### config.mk
export PLATFORM = sky130hd
export DESIGN_NAME = hrm_top
export DESIGN_NICKNAME = d
export VERILOG_FILES = /design/src/hdl/hrm_pkg.sv /design/src/hdl/hrm_top.sv /design/src/hdl/outbox_drain.sv /design/src/hdl/mailroom_core.sv /design/src/hdl/byte_fifo.sv /design/src/hdl/uart_tx.sv /design/src/hdl/uart_rx.sv /design/src/hdl/debouncer.sv
export VERILOG_INCLUDE_DIRS = /design/src /design/src/hdl
export SDC_FILE = /design/constraint.sdc
export NUM_CORES = 1
export LEC_CHECK = 0
export BUFFER_PORTS_ARGS = -buffer_cell sky130_fd_sc_hd__buf_4
export CORE_MARGIN = 2
export CORE_UTILIZATION = 55
export CTS_CLUSTER_DIAMETER = 80
export DETAILED_ROUTE_END_ITERATION = 7
export PLACE_DENSITY_LB_ADDON = 0.05
export SETUP_SLACK_MARGIN = 0.05
export SYNTH_ARGS = -nofsm -noshare
export SYNTH_HDL_FRONTEND = slang
export SYNTH_SLANG_ARGS = --single-unit
### constraint.sdc
create_clock -name clk -period 5.6 [get_ports clk]
set_clock_uncertainty 0.1 [all_clocks]
set_input_delay 1.68 -clock clk [delete_from_list [all_inputs] [get_ports clk]]
set_output_delay 1.68 -clock clk [all_outputs]
set_load 0.1 [all_outputs]
### src/hdl/hrm_params.svh
`ifndef HRM_PARAMS_SVH
`define HRM_PARAMS_SVH

// uart bit period in clock cycles
`define HRM_CLOCKS_PER_BAUD 104

// stable cycles needed before a button change counts
`define HRM_DEBOUNCE_CYCLES 1000

// queue depth as a power of two, 4 -> 16 entries
`define HRM_FIFO_DEPTH_LOG2 4

`endif
### src/hdl/hrm_pkg.sv
`include "hrm_params.svh"

package hrm_pkg;

    typedef logic [7:0] byte_t;   // one data byte
    typedef logic [7:0] count_t;  // moved-byte counter, wraps at 256

    // queue addressing, fill needs one extra bit for the full case
    typedef logic [`HRM_FIFO_DEPTH_LOG2-1:0] ptr_t;
    typedef logic [`HRM_FIFO_DEPTH_LOG2:0]   fill_t;

    // receiver output, strobe high for one cycle with a good byte
    typedef struct packed {
        logic  strobe;
        byte_t data;
    } rx_word_t;

    // copy loop states
    typedef enum logic [1:0] {CORE_IDLE, CORE_TAKE, CORE_PUT} core_state_t;

    // serial frame position, same for rx and tx
    typedef enum logic [1:0] {UART_IDLE, UART_START, UART_DATA, UART_STOP} uart_state_t;

endpackage

### src/hdl/hrm_top.sv
module hrm_top (
    input  logic            clk,
    input  logic            i_reset,
    input  logic            i_rx,     // uart in
    output logic            o_tx,     // uart out
    input  logic            i_sw1,    // press clears core and queues
    input  logic            i_sw2,    // hold to pause the core
    output hrm_pkg::count_t o_leds    // bytes moved
);

    import hrm_pkg::*;

    logic     sw1_press, sw2_level;
    logic     clear;                 // reset or sw1 press
    rx_word_t rx_word;
    byte_t    inbox_data, outbox_data, send_data;
    logic     inbox_empty, inbox_pop;
    logic     outbox_full, outbox_push;
    logic     tx_send, tx_busy;

    assign clear = i_reset | sw1_press;

    debouncer db_sw1 (.clk(clk), .i_reset(i_reset), .i_button(i_sw1),
                      .o_press(sw1_press), .o_release(), .o_level());
    debouncer db_sw2 (.clk(clk), .i_reset(i_reset), .i_button(i_sw2),
                      .o_press(), .o_release(), .o_level(sw2_level));

    uart_rx u_rx (.clk(clk), .i_reset(i_reset), .i_rx(i_rx), .o_word(rx_word));

    // inbox, full drops the byte
    byte_fifo u_inbox (.clk(clk), .i_reset(clear), .i_push(rx_word.strobe),
                       .i_data(rx_word.data), .i_pop(inbox_pop), .o_data(inbox_data),
                       .o_empty(inbox_empty), .o_full());

    mailroom_core u_core (.clk(clk), .i_reset(clear), .i_pause(sw2_level),
                          .i_inbox_data(inbox_data), .i_inbox_empty(inbox_empty),
                          .o_inbox_pop(inbox_pop), .i_outbox_full(outbox_full),
                          .o_outbox_push(outbox_push), .o_outbox_data(outbox_data),
                          .o_moved(o_leds));

    outbox_drain u_drain (.clk(clk), .i_reset(clear), .i_push(outbox_push),
                          .i_data(outbox_data), .o_full(outbox_full), .i_tx_busy(tx_busy),
                          .o_send(tx_send), .o_send_data(send_data));

    // transmitter finishes its frame across a clear
    uart_tx u_tx (.clk(clk), .i_reset(i_reset), .i_send(tx_send), .i_data(send_data),
                  .o_tx(o_tx), .o_busy(tx_busy));

endmodule

### src/hdl/outbox_drain.sv
module outbox_drain (
    input  logic           clk,
    input  logic           i_reset,      // also clears the queue
    input  logic           i_push,       // from the core
    input  hrm_pkg::byte_t i_data,
    output logic           o_full,
    input  logic           i_tx_busy,
    output logic           o_send,       // to uart_tx, also pops
    output hrm_pkg::byte_t o_send_data
);

    import hrm_pkg::*;

    logic send_q;
    logic q_empty;

    byte_fifo u_outbox (
        .clk     (clk),
        .i_reset (i_reset),
        .i_push  (i_push),
        .i_data  (i_data),
        .i_pop   (send_q),      // head leaves as it is sent
        .o_data  (o_send_data),
        .o_empty (q_empty),
        .o_full  (o_full)
    );

    // gap cycle after each pulse so tx busy is up before the next check
    always_ff @(posedge clk)
    begin
        if (i_reset)
            send_q <= 1'b0;
        else
            send_q <= !q_empty && !i_tx_busy && !send_q;
    end

    assign o_send = send_q;

endmodule

### src/hdl/mailroom_core.sv
module mailroom_core (
    input  logic            clk,
    input  logic            i_reset,
    input  logic            i_pause,        // debounced sw2 level
    input  hrm_pkg::byte_t  i_inbox_data,
    input  logic            i_inbox_empty,
    output logic            o_inbox_pop,
    input  logic            i_outbox_full,
    output logic            o_outbox_push,
    output hrm_pkg::byte_t  o_outbox_data,
    output hrm_pkg::count_t o_moved         // to the leds
);

    import hrm_pkg::*;

    core_state_t state;
    byte_t       hand_q;   // byte in hand between take and put
    count_t      moved_q;

    always_ff @(posedge clk)
    begin
        if (i_reset)
        begin
            state   <= CORE_IDLE;
            moved_q <= '0;
        end
        else
        begin
            unique case (state)
                // pause only checked here, a taken byte always gets delivered
                CORE_IDLE:
                    if (!i_inbox_empty && !i_outbox_full && !i_pause)
                        state <= CORE_TAKE;
                CORE_TAKE: state <= CORE_PUT;  // inbox pops this cycle
                CORE_PUT:
                begin
                    state   <= CORE_IDLE;
                    moved_q <= moved_q + 1'b1;  // mod 256
                end
                default: state <= CORE_IDLE;
            endcase
        end
    end

    always_ff @(posedge clk)
    begin
        if (state == CORE_TAKE)
            hand_q <= i_inbox_data;
    end

    assign o_inbox_pop   = (state == CORE_TAKE);
    assign o_outbox_push = (state == CORE_PUT);
    assign o_outbox_data = hand_q;
    assign o_moved       = moved_q;

    // only the core fills the outbox, so room seen in idle lasts to put
    a_push_has_room: assert property (@(posedge clk) disable iff (i_reset)
        o_outbox_push |-> !i_outbox_full);

endmodule

### src/hdl/byte_fifo.sv
`include "hrm_params.svh"

module byte_fifo (
    input  logic           clk,
    input  logic           i_reset,   // clears pointers and fill
    input  logic           i_push,
    input  hrm_pkg::byte_t i_data,
    input  logic           i_pop,
    output hrm_pkg::byte_t o_data,    // head of queue
    output logic           o_empty,
    output logic           o_full
);

    import hrm_pkg::*;

    localparam int DEPTH = 1 << `HRM_FIFO_DEPTH_LOG2;

    byte_t mem [DEPTH];
    ptr_t  wr_ptr, rd_ptr;
    fill_t fill_q;           // entries held
    logic  do_push, do_pop;

    assign do_push = i_push && !o_full;   // push when full is lost
    assign do_pop  = i_pop && !o_empty;   // pop when empty is ignored

    always_ff @(posedge clk)
    begin
        if (i_reset)
        begin
            wr_ptr <= '0;
            rd_ptr <= '0;
            fill_q <= '0;
        end
        else
        begin
            if (do_push)
                wr_ptr <= wr_ptr + 1'b1;  // wraps at depth
            if (do_pop)
                rd_ptr <= rd_ptr + 1'b1;
            if (do_push && !do_pop)
                fill_q <= fill_q + 1'b1;
            else if (do_pop && !do_push)
                fill_q <= fill_q - 1'b1;
        end
    end

    always_ff @(posedge clk)
    begin
        if (do_push)
            mem[wr_ptr] <= i_data;
    end

    assign o_data  = mem[rd_ptr];
    assign o_empty = (fill_q == '0);
    assign o_full  = (fill_q == fill_t'(DEPTH));

    a_fill_bound: assert property (@(posedge clk) disable iff (i_reset)
        fill_q <= fill_t'(DEPTH));

endmodule

### src/hdl/uart_tx.sv
`include "hrm_params.svh"

module uart_tx (
    input  logic           clk,
    input  logic           i_reset,
    input  logic           i_send,   // one-cycle start request
    input  hrm_pkg::byte_t i_data,
    output logic           o_tx,     // serial line
    output logic           o_busy
);

    import hrm_pkg::*;

    localparam int CPB = `HRM_CLOCKS_PER_BAUD;
    localparam int BW = $clog2(CPB);
    localparam logic [BW-1:0] BAUD_LAST = BW'(CPB - 1);

    uart_state_t   state;
    logic [BW-1:0] baud_cnt;
    logic [2:0]    bit_idx;
    byte_t         shift_q;  // remaining data bits

    always_ff @(posedge clk)
    begin
        if (i_reset)
        begin
            state    <= UART_IDLE;
            o_tx     <= 1'b1;  // line idles high
            baud_cnt <= '0;
            bit_idx  <= '0;
        end
        else
        begin
            baud_cnt <= baud_cnt + 1'b1;
            unique case (state)
                UART_IDLE:
                begin
                    baud_cnt <= '0;
                    if (i_send)
                    begin
                        state <= UART_START;
                        o_tx  <= 1'b0;  // start bit
                    end
                end
                UART_START:
                begin
                    if (baud_cnt == BAUD_LAST)
                    begin
                        baud_cnt <= '0;
                        bit_idx  <= '0;
                        state    <= UART_DATA;
                        o_tx     <= shift_q[0];
                    end
                end
                UART_DATA:
                begin
                    if (baud_cnt == BAUD_LAST)
                    begin
                        baud_cnt <= '0;
                        bit_idx  <= bit_idx + 1'b1;
                        if (bit_idx == 3'd7)
                        begin
                            state <= UART_STOP;
                            o_tx  <= 1'b1;  // stop bit
                        end
                        else
                            o_tx <= shift_q[0];
                    end
                end
                UART_STOP:
                begin
                    if (baud_cnt == BAUD_LAST)
                        state <= UART_IDLE;  // busy drops here
                end
                default: state <= UART_IDLE;
            endcase
        end
    end

    // shifter, loaded on send and stepped as each data bit goes out
    always_ff @(posedge clk)
    begin
        if (state == UART_IDLE && i_send)
            shift_q <= i_data;
        else if (state != UART_IDLE && state != UART_STOP && baud_cnt == BAUD_LAST)
            shift_q <= {1'b0, shift_q[7:1]};
    end

    assign o_busy = (state != UART_IDLE);

    // the drain's gap cycle must keep requests away from a busy frame
    a_no_send_busy: assert property (@(posedge clk) disable iff (i_reset)
        i_send |-> !o_busy);

endmodule

### src/hdl/uart_rx.sv
`include "hrm_params.svh"

module uart_rx (
    input  logic              clk,
    input  logic              i_reset,
    input  logic              i_rx,     // serial line, idles high
    output hrm_pkg::rx_word_t o_word    // strobe + byte
);

    import hrm_pkg::*;

    localparam int CPB = `HRM_CLOCKS_PER_BAUD;
    localparam int BW = $clog2(CPB);
    localparam logic [BW-1:0] BAUD_LAST = BW'(CPB - 1);
    localparam logic [BW-1:0] HALF_LAST = BW'(CPB / 2 - 1);

    uart_state_t   state;
    logic          rx_meta, rx_s;   // synchronized line
    logic [BW-1:0] baud_cnt;
    logic [2:0]    bit_idx;
    byte_t         shift_q;          // data bits, filled from the top
    logic          strobe_q;
    byte_t         data_q;

    always_ff @(posedge clk)
    begin
        if (i_reset)
        begin
            state    <= UART_IDLE;
            rx_meta  <= 1'b1;
            rx_s     <= 1'b1;
            baud_cnt <= '0;
            bit_idx  <= '0;
            strobe_q <= 1'b0;
        end
        else
        begin
            rx_meta  <= i_rx;
            rx_s     <= rx_meta;
            strobe_q <= 1'b0;
            baud_cnt <= baud_cnt + 1'b1;
            unique case (state)
                UART_IDLE:
                begin
                    baud_cnt <= '0;
                    if (!rx_s)
                        state <= UART_START;  // falling edge seen
                end
                UART_START:
                begin
                    if (baud_cnt == HALF_LAST)
                    begin
                        baud_cnt <= '0;
                        bit_idx  <= '0;
                        // still low at mid-bit, else it was a glitch
                        state    <= rx_s ? UART_IDLE : UART_DATA;
                    end
                end
                UART_DATA:
                begin
                    if (baud_cnt == BAUD_LAST)
                    begin
                        baud_cnt <= '0;
                        bit_idx  <= bit_idx + 1'b1;
                        if (bit_idx == 3'd7)
                            state <= UART_STOP;
                    end
                end
                UART_STOP:
                begin
                    if (baud_cnt == BAUD_LAST)
                    begin
                        state    <= UART_IDLE;
                        strobe_q <= rx_s;  // bad stop bit drops the byte
                    end
                end
                default: state <= UART_IDLE;
            endcase
        end
    end

    // payload path, no reset
    always_ff @(posedge clk)
    begin
        if (state == UART_DATA && baud_cnt == BAUD_LAST)
            shift_q <= {rx_s, shift_q[7:1]};  // lsb first
        if (state == UART_STOP && baud_cnt == BAUD_LAST)
            data_q <= shift_q;
    end

    assign o_word = '{strobe: strobe_q, data: data_q};

    // a frame takes ten bit times, so strobes can never touch
    a_single_strobe: assert property (@(posedge clk) disable iff (i_reset)
        o_word.strobe |=> !o_word.strobe);

endmodule

### src/hdl/debouncer.sv
`include "hrm_params.svh"

module debouncer (
    input  logic clk,
    input  logic i_reset,
    input  logic i_button,   // raw, asynchronous, high when pressed
    output logic o_press,    // one cycle on accepted press
    output logic o_release,  // one cycle on accepted release
    output logic o_level     // debounced state
);

    localparam int DB_CYCLES = `HRM_DEBOUNCE_CYCLES;
    localparam int DW = $clog2(DB_CYCLES);
    localparam logic [DW-1:0] DB_LAST = DW'(DB_CYCLES - 1);

    logic          sync_a, sync_b;  // two-flop synchronizer
    logic [DW-1:0] stable_cnt;
    logic          level_q;

    always_ff @(posedge clk)
    begin
        if (i_reset)
        begin
            sync_a     <= 1'b0;
            sync_b     <= 1'b0;
            stable_cnt <= '0;
            level_q    <= 1'b0;
            o_press    <= 1'b0;
            o_release  <= 1'b0;
        end
        else
        begin
            sync_a    <= i_button;
            sync_b    <= sync_a;
            o_press   <= 1'b0;  // pulses by default low
            o_release <= 1'b0;
            if (sync_b == level_q)
                stable_cnt <= '0;  // bounce or no change, start over
            else if (stable_cnt == DB_LAST)
            begin
                // input held long enough, accept it
                stable_cnt <= '0;
                level_q    <= sync_b;
                o_press    <= sync_b;
                o_release  <= ~sync_b;
            end
            else
                stable_cnt <= stable_cnt + 1'b1;
        end
    end

    assign o_level = level_q;

endmodule

==> flow_metrics.tcl <==
set metrics [dict create \
    outcome "finished, final reports clean" \
    synth.most_common_cell "edfxtp_1" \
    timing_hold_violations_final 0 \
    cts_tree "yes" \
    cts_hold_buf 0 \
    post-route-util_pct 61.9 \
    power.share.switching_pct 19.6 \
    start_util_pct 55.8 \
    total_power_consumption_mw 5.71 \
    cts-resized-gates 0 \
    dp_hpwl_um 17300 \
    cts_inserted_buffers 39 \
    critical_path.startpoint_type "register" \
    drt-initial-drc-count 571 \
    grt_max_degree 61 \
    drv_slew 0 \
    worst_slew_pin_slew_ns 1.13 \
    grt_setup_unrepaired "false" \
    met2_usage_grt_pct 33.1 \
    post-route-min-period_ns 3.20 \
    rrSetupSlack_ns 2.40 \
    sequentialPowerShare_pct 53.2 \
    p_per_area_nw_per_um2 333 \
    placementRows 61 \
    route.detailed.vias_per_inst 5.50 \
    postSynth.topFlopCell "edfxtp_1" \
    whs_endpoint "u_rx.rx_s" \
    finalNetCount 1078 \
    cp_max_fo 5 \
    final_number_of_setup_violating_endpoints 0 \
    critical_path.max_stage_delay_ns 0.57 \
    dieWidth_um 172 \
    drt-wirelength-per-cell_um 19.2 \
    clkLatencyLatePin_ns 0.52 \
    count_of_distinct_cell_types_in_the_synthesized_netlist 54 \
    yosysSeqAreaShare_pct 68.3 \
    drive_gt1_share_pct 9.80 \
    depth_of_the_cts_h_tree 2 \
    synth_top_area_share_pct 55.9 \
    layout_worst_path_cycle_share_pct 57.2 \
    lkg_pwr_nw 5.56 \
    timing.slew.headroom_pct 24.2 \
    die_h_um 172 \
    timing.critical_path.to_type "register" \
    gp_congestion 0.745 \
    ff2ff_path_depth 11 \
    drc 0 \
    finalSetupTns_ns 0 \
    initial_antenna_violation_count 0 \
    antenna_violating_nets_post_route 0 \
    gr-usage-all-layers_pct 19.8 \
    core_region_area_um2 27700 \
    power_frac_clock_pct 44.8 \
    synthesis.area_per_instance_um2 15.3 \
    async_reset_ff_share_pct 0 \
    hold_path.class "register to register" \
    ctsLongestPathBuffers 3 \
    synth.cell_area_um2 15500 \
    syn2layout_area_growth_pct 11.0 \
    intPower_mw 4.60 \
    mappedNetlistNets 1058 \
    grt_util_met1_pct 26.4 \
    detailedRoute.firstPassIterationCount 5 \
    critical_path_at_ns 3.57 \
    number_of_synthesized_flops_with_an_enable_pin 288 \
    worst_r2r_startpoint "u_inbox.fill_q[0]" \
    critical_path_cell_by_cell "nor4_1 -> a21oi_1 -> inv_1 -> ha_1 -> inv_1 -> ha_1 -> nor2b_1 -> o21a_1 -> or4_1 -> a211oi_1 -> a31o_2" \
    timing.hold.worst.start "u_rx.rx_meta" \
    cts_post_setup_buffers_inserted 0 \
    crit-reg2reg-capture "u_inbox.fill_q[4]" \
    grt.met3_usage_pct 3.36 \
    p_sw_mw 1.12 \
    antenna_cells 0 \
    vdd.ir_drop.worst_uv 282 \
    port_buffers 13 \
    yosys_warnings 0 \
    required_ns 5.96 \
    grt_remaining_overflow 0 \
    design.die.area_um2 29500 \
    synth_top_cell_by_area "edfxtp_1" \
    grt_pass1_vias 7927 \
    grt_pass1_wl_um 44100 \
    criticalPathCategory "register to register" \
    fmax_mhz 312 \
    drv.max_cap_violation_count 0 \
    combPwrFrac_pct 2.0 \
    postSynthRegisterBits 384 \
    ctsRootBufferMaster "clkbuf_16" \
    hold_path_depth 1 \
    dominant_cells_by_area_after_synthesis "edfxtp_1 (56%), dfxtp_1 (12%), mux4_1 (5.1%), mux2i_1 (4.0%), ha_1 (3.0%)" \
    finalWirelength_um 27700 \
    via_count 7917 \
    io_pins 14 \
    ys_top_cells_by_count "edfxtp_1 (288), nor2_1 (117), dfxtp_1 (96), mux2i_1 (62), nand2_1 (52)" \
    cts.sink_count 384 \
    clk_pin_slew_ns 0.06 \
    postSynthCellCount 1014 \
    grt_most_used_layer "met2" \
    critical_path.slowest_cell "nor4_1" \
]
logic make-up after synthesis:
group | count (synthesis) | share of synthesized area (%)
XOR/XNOR | 52 | 2.94
buffers and inverters | 68 | 1.98
AO/OA/AOI/OAI | 95 | 4.17
multiplexers | 107 | 11.3
adder cells (fa/ha/maj) | 39 | 3.25
AND/OR/NAND/NOR | 269 | 8.02
flip-flops | 384 | 68.3
registers in the layout (all words and copies together), names as in the netlist, 3 cells and up, named ones only:
| signal | count |
|---|---|
| u_tx.baud_cnt | 7 |
| u_core.o_outbox_data | 8 |
| db_sw2.stable_cnt | 10 |
| u_inbox.mem | 128 |
| u_inbox.wr_ptr | 4 |
| u_inbox.fill_q | 5 |
| u_core.o_moved | 8 |
| u_tx.bit_idx | 3 |
| db_sw1.stable_cnt | 10 |
| u_rx.shift_q | 8 |
| u_drain.u_outbox.fill_q | 5 |
| u_drain.u_outbox.rd_ptr | 4 |
| u_inbox.rd_ptr | 4 |
| u_drain.u_outbox.mem | 128 |
| u_rx.bit_idx | 3 |
| u_tx.shift_q | 8 |
| u_drain.u_outbox.wr_ptr | 4 |
| u_rx.baud_cnt | 7 |
| u_rx.data_q | 8 |
layout by cell type (no fill, tap or decap), types with 10 or more instances in the layout:
cell type    n
nor2_1     117
nor3_1      17
nor2b_1     12
ha_1        37
xnor2_1     23
inv_1       24
clkbuf_16   41
nand3_1     22
xor2_1      29
nand2_1     52
mux2i_1     62
buf_4       23
mux4_2      15
nand2b_1    10
mux4_1      30
dfxtp_1     93
o21ai_0     14
edfxtp_1   288
clkbuf_1    11
a21oi_1     25
a22oi_1     21
worst max-delay path by stage:
stage	endpoint	cells after the start	slack (ns)	startpoint
2_1_floorplan	u_inbox.fill_q[4]	11	2.70	u_inbox.fill_q[0]
3_3_place_gp	u_inbox.fill_q[4]	4	2.37	i_reset
3_5_place_dp	u_inbox.fill_q[4]	4	2.36	i_reset
4_1_cts	u_inbox.fill_q[4]	11	2.37	u_inbox.fill_q[0]
5_1_grt	u_inbox.fill_q[4]	11	2.08	u_inbox.fill_q[0]
6_report	u_inbox.fill_q[4]	11	2.40	u_inbox.fill_q[0]
critical path: cells and delay by family, from the launching register on:
kind                       cells  cell delay [ns]
adders and majority gates      2             0.51
AOI/OAI and AO/OA              4             0.83
DFF                            1             0.34
and+or+nand+nor                3             1.14
buffers and inverters          2             0.23
metrics by stage:
stage | std cells | hold slack, ns | worst slack [ns] | area, um2
final | 1439 | 0.309 | 2.40 | 17200
after global routing | 1439 | 0.324 | 2.08 | 17200
after CTS | 1439 | 0.313 | 2.37 | 17200
after detailed placement | 1371 | 0.300 | 2.36 | 15900
after global placement | 1371 | 0.300 | 2.37 | 15900
after floorplan | 1014 | 0.289 | 2.70 | 15500
power groups by stage:
stage / combinational [mW] / sequential, mW / clock (mW)
after CTS: 0.116 / 3.04 / 2.61
after global routing: 0.129 / 3.04 / 2.72
final: 0.115 / 3.04 / 2.56
after global placement: 0.117 / 3.10 / 0
after floorplan: 0.0730 / 3.12 / 0
after detailed placement: 0.115 / 3.10 / 0
routing by layer:
layer,part of all wire (%),routed length (um)
met1,45,12300
met5,0,0
met4,2.5,687
met3,4.0,1120
met2,49,13500
layout make-up:
type | instances | area [um2]
Timing Repair Buffer | 23 | 173
Multi-Input combinational cell | 562 | 4590
Fill cell | 2067 | 10500
Sequential cell | 384 | 10600
Tap cell | 378 | 473
Clock inverter | 12 | 139
Inverter | 24 | 90.1
Clock buffer | 56 | 1120
No activity file was read; power rests on OpenSTA's default activity.
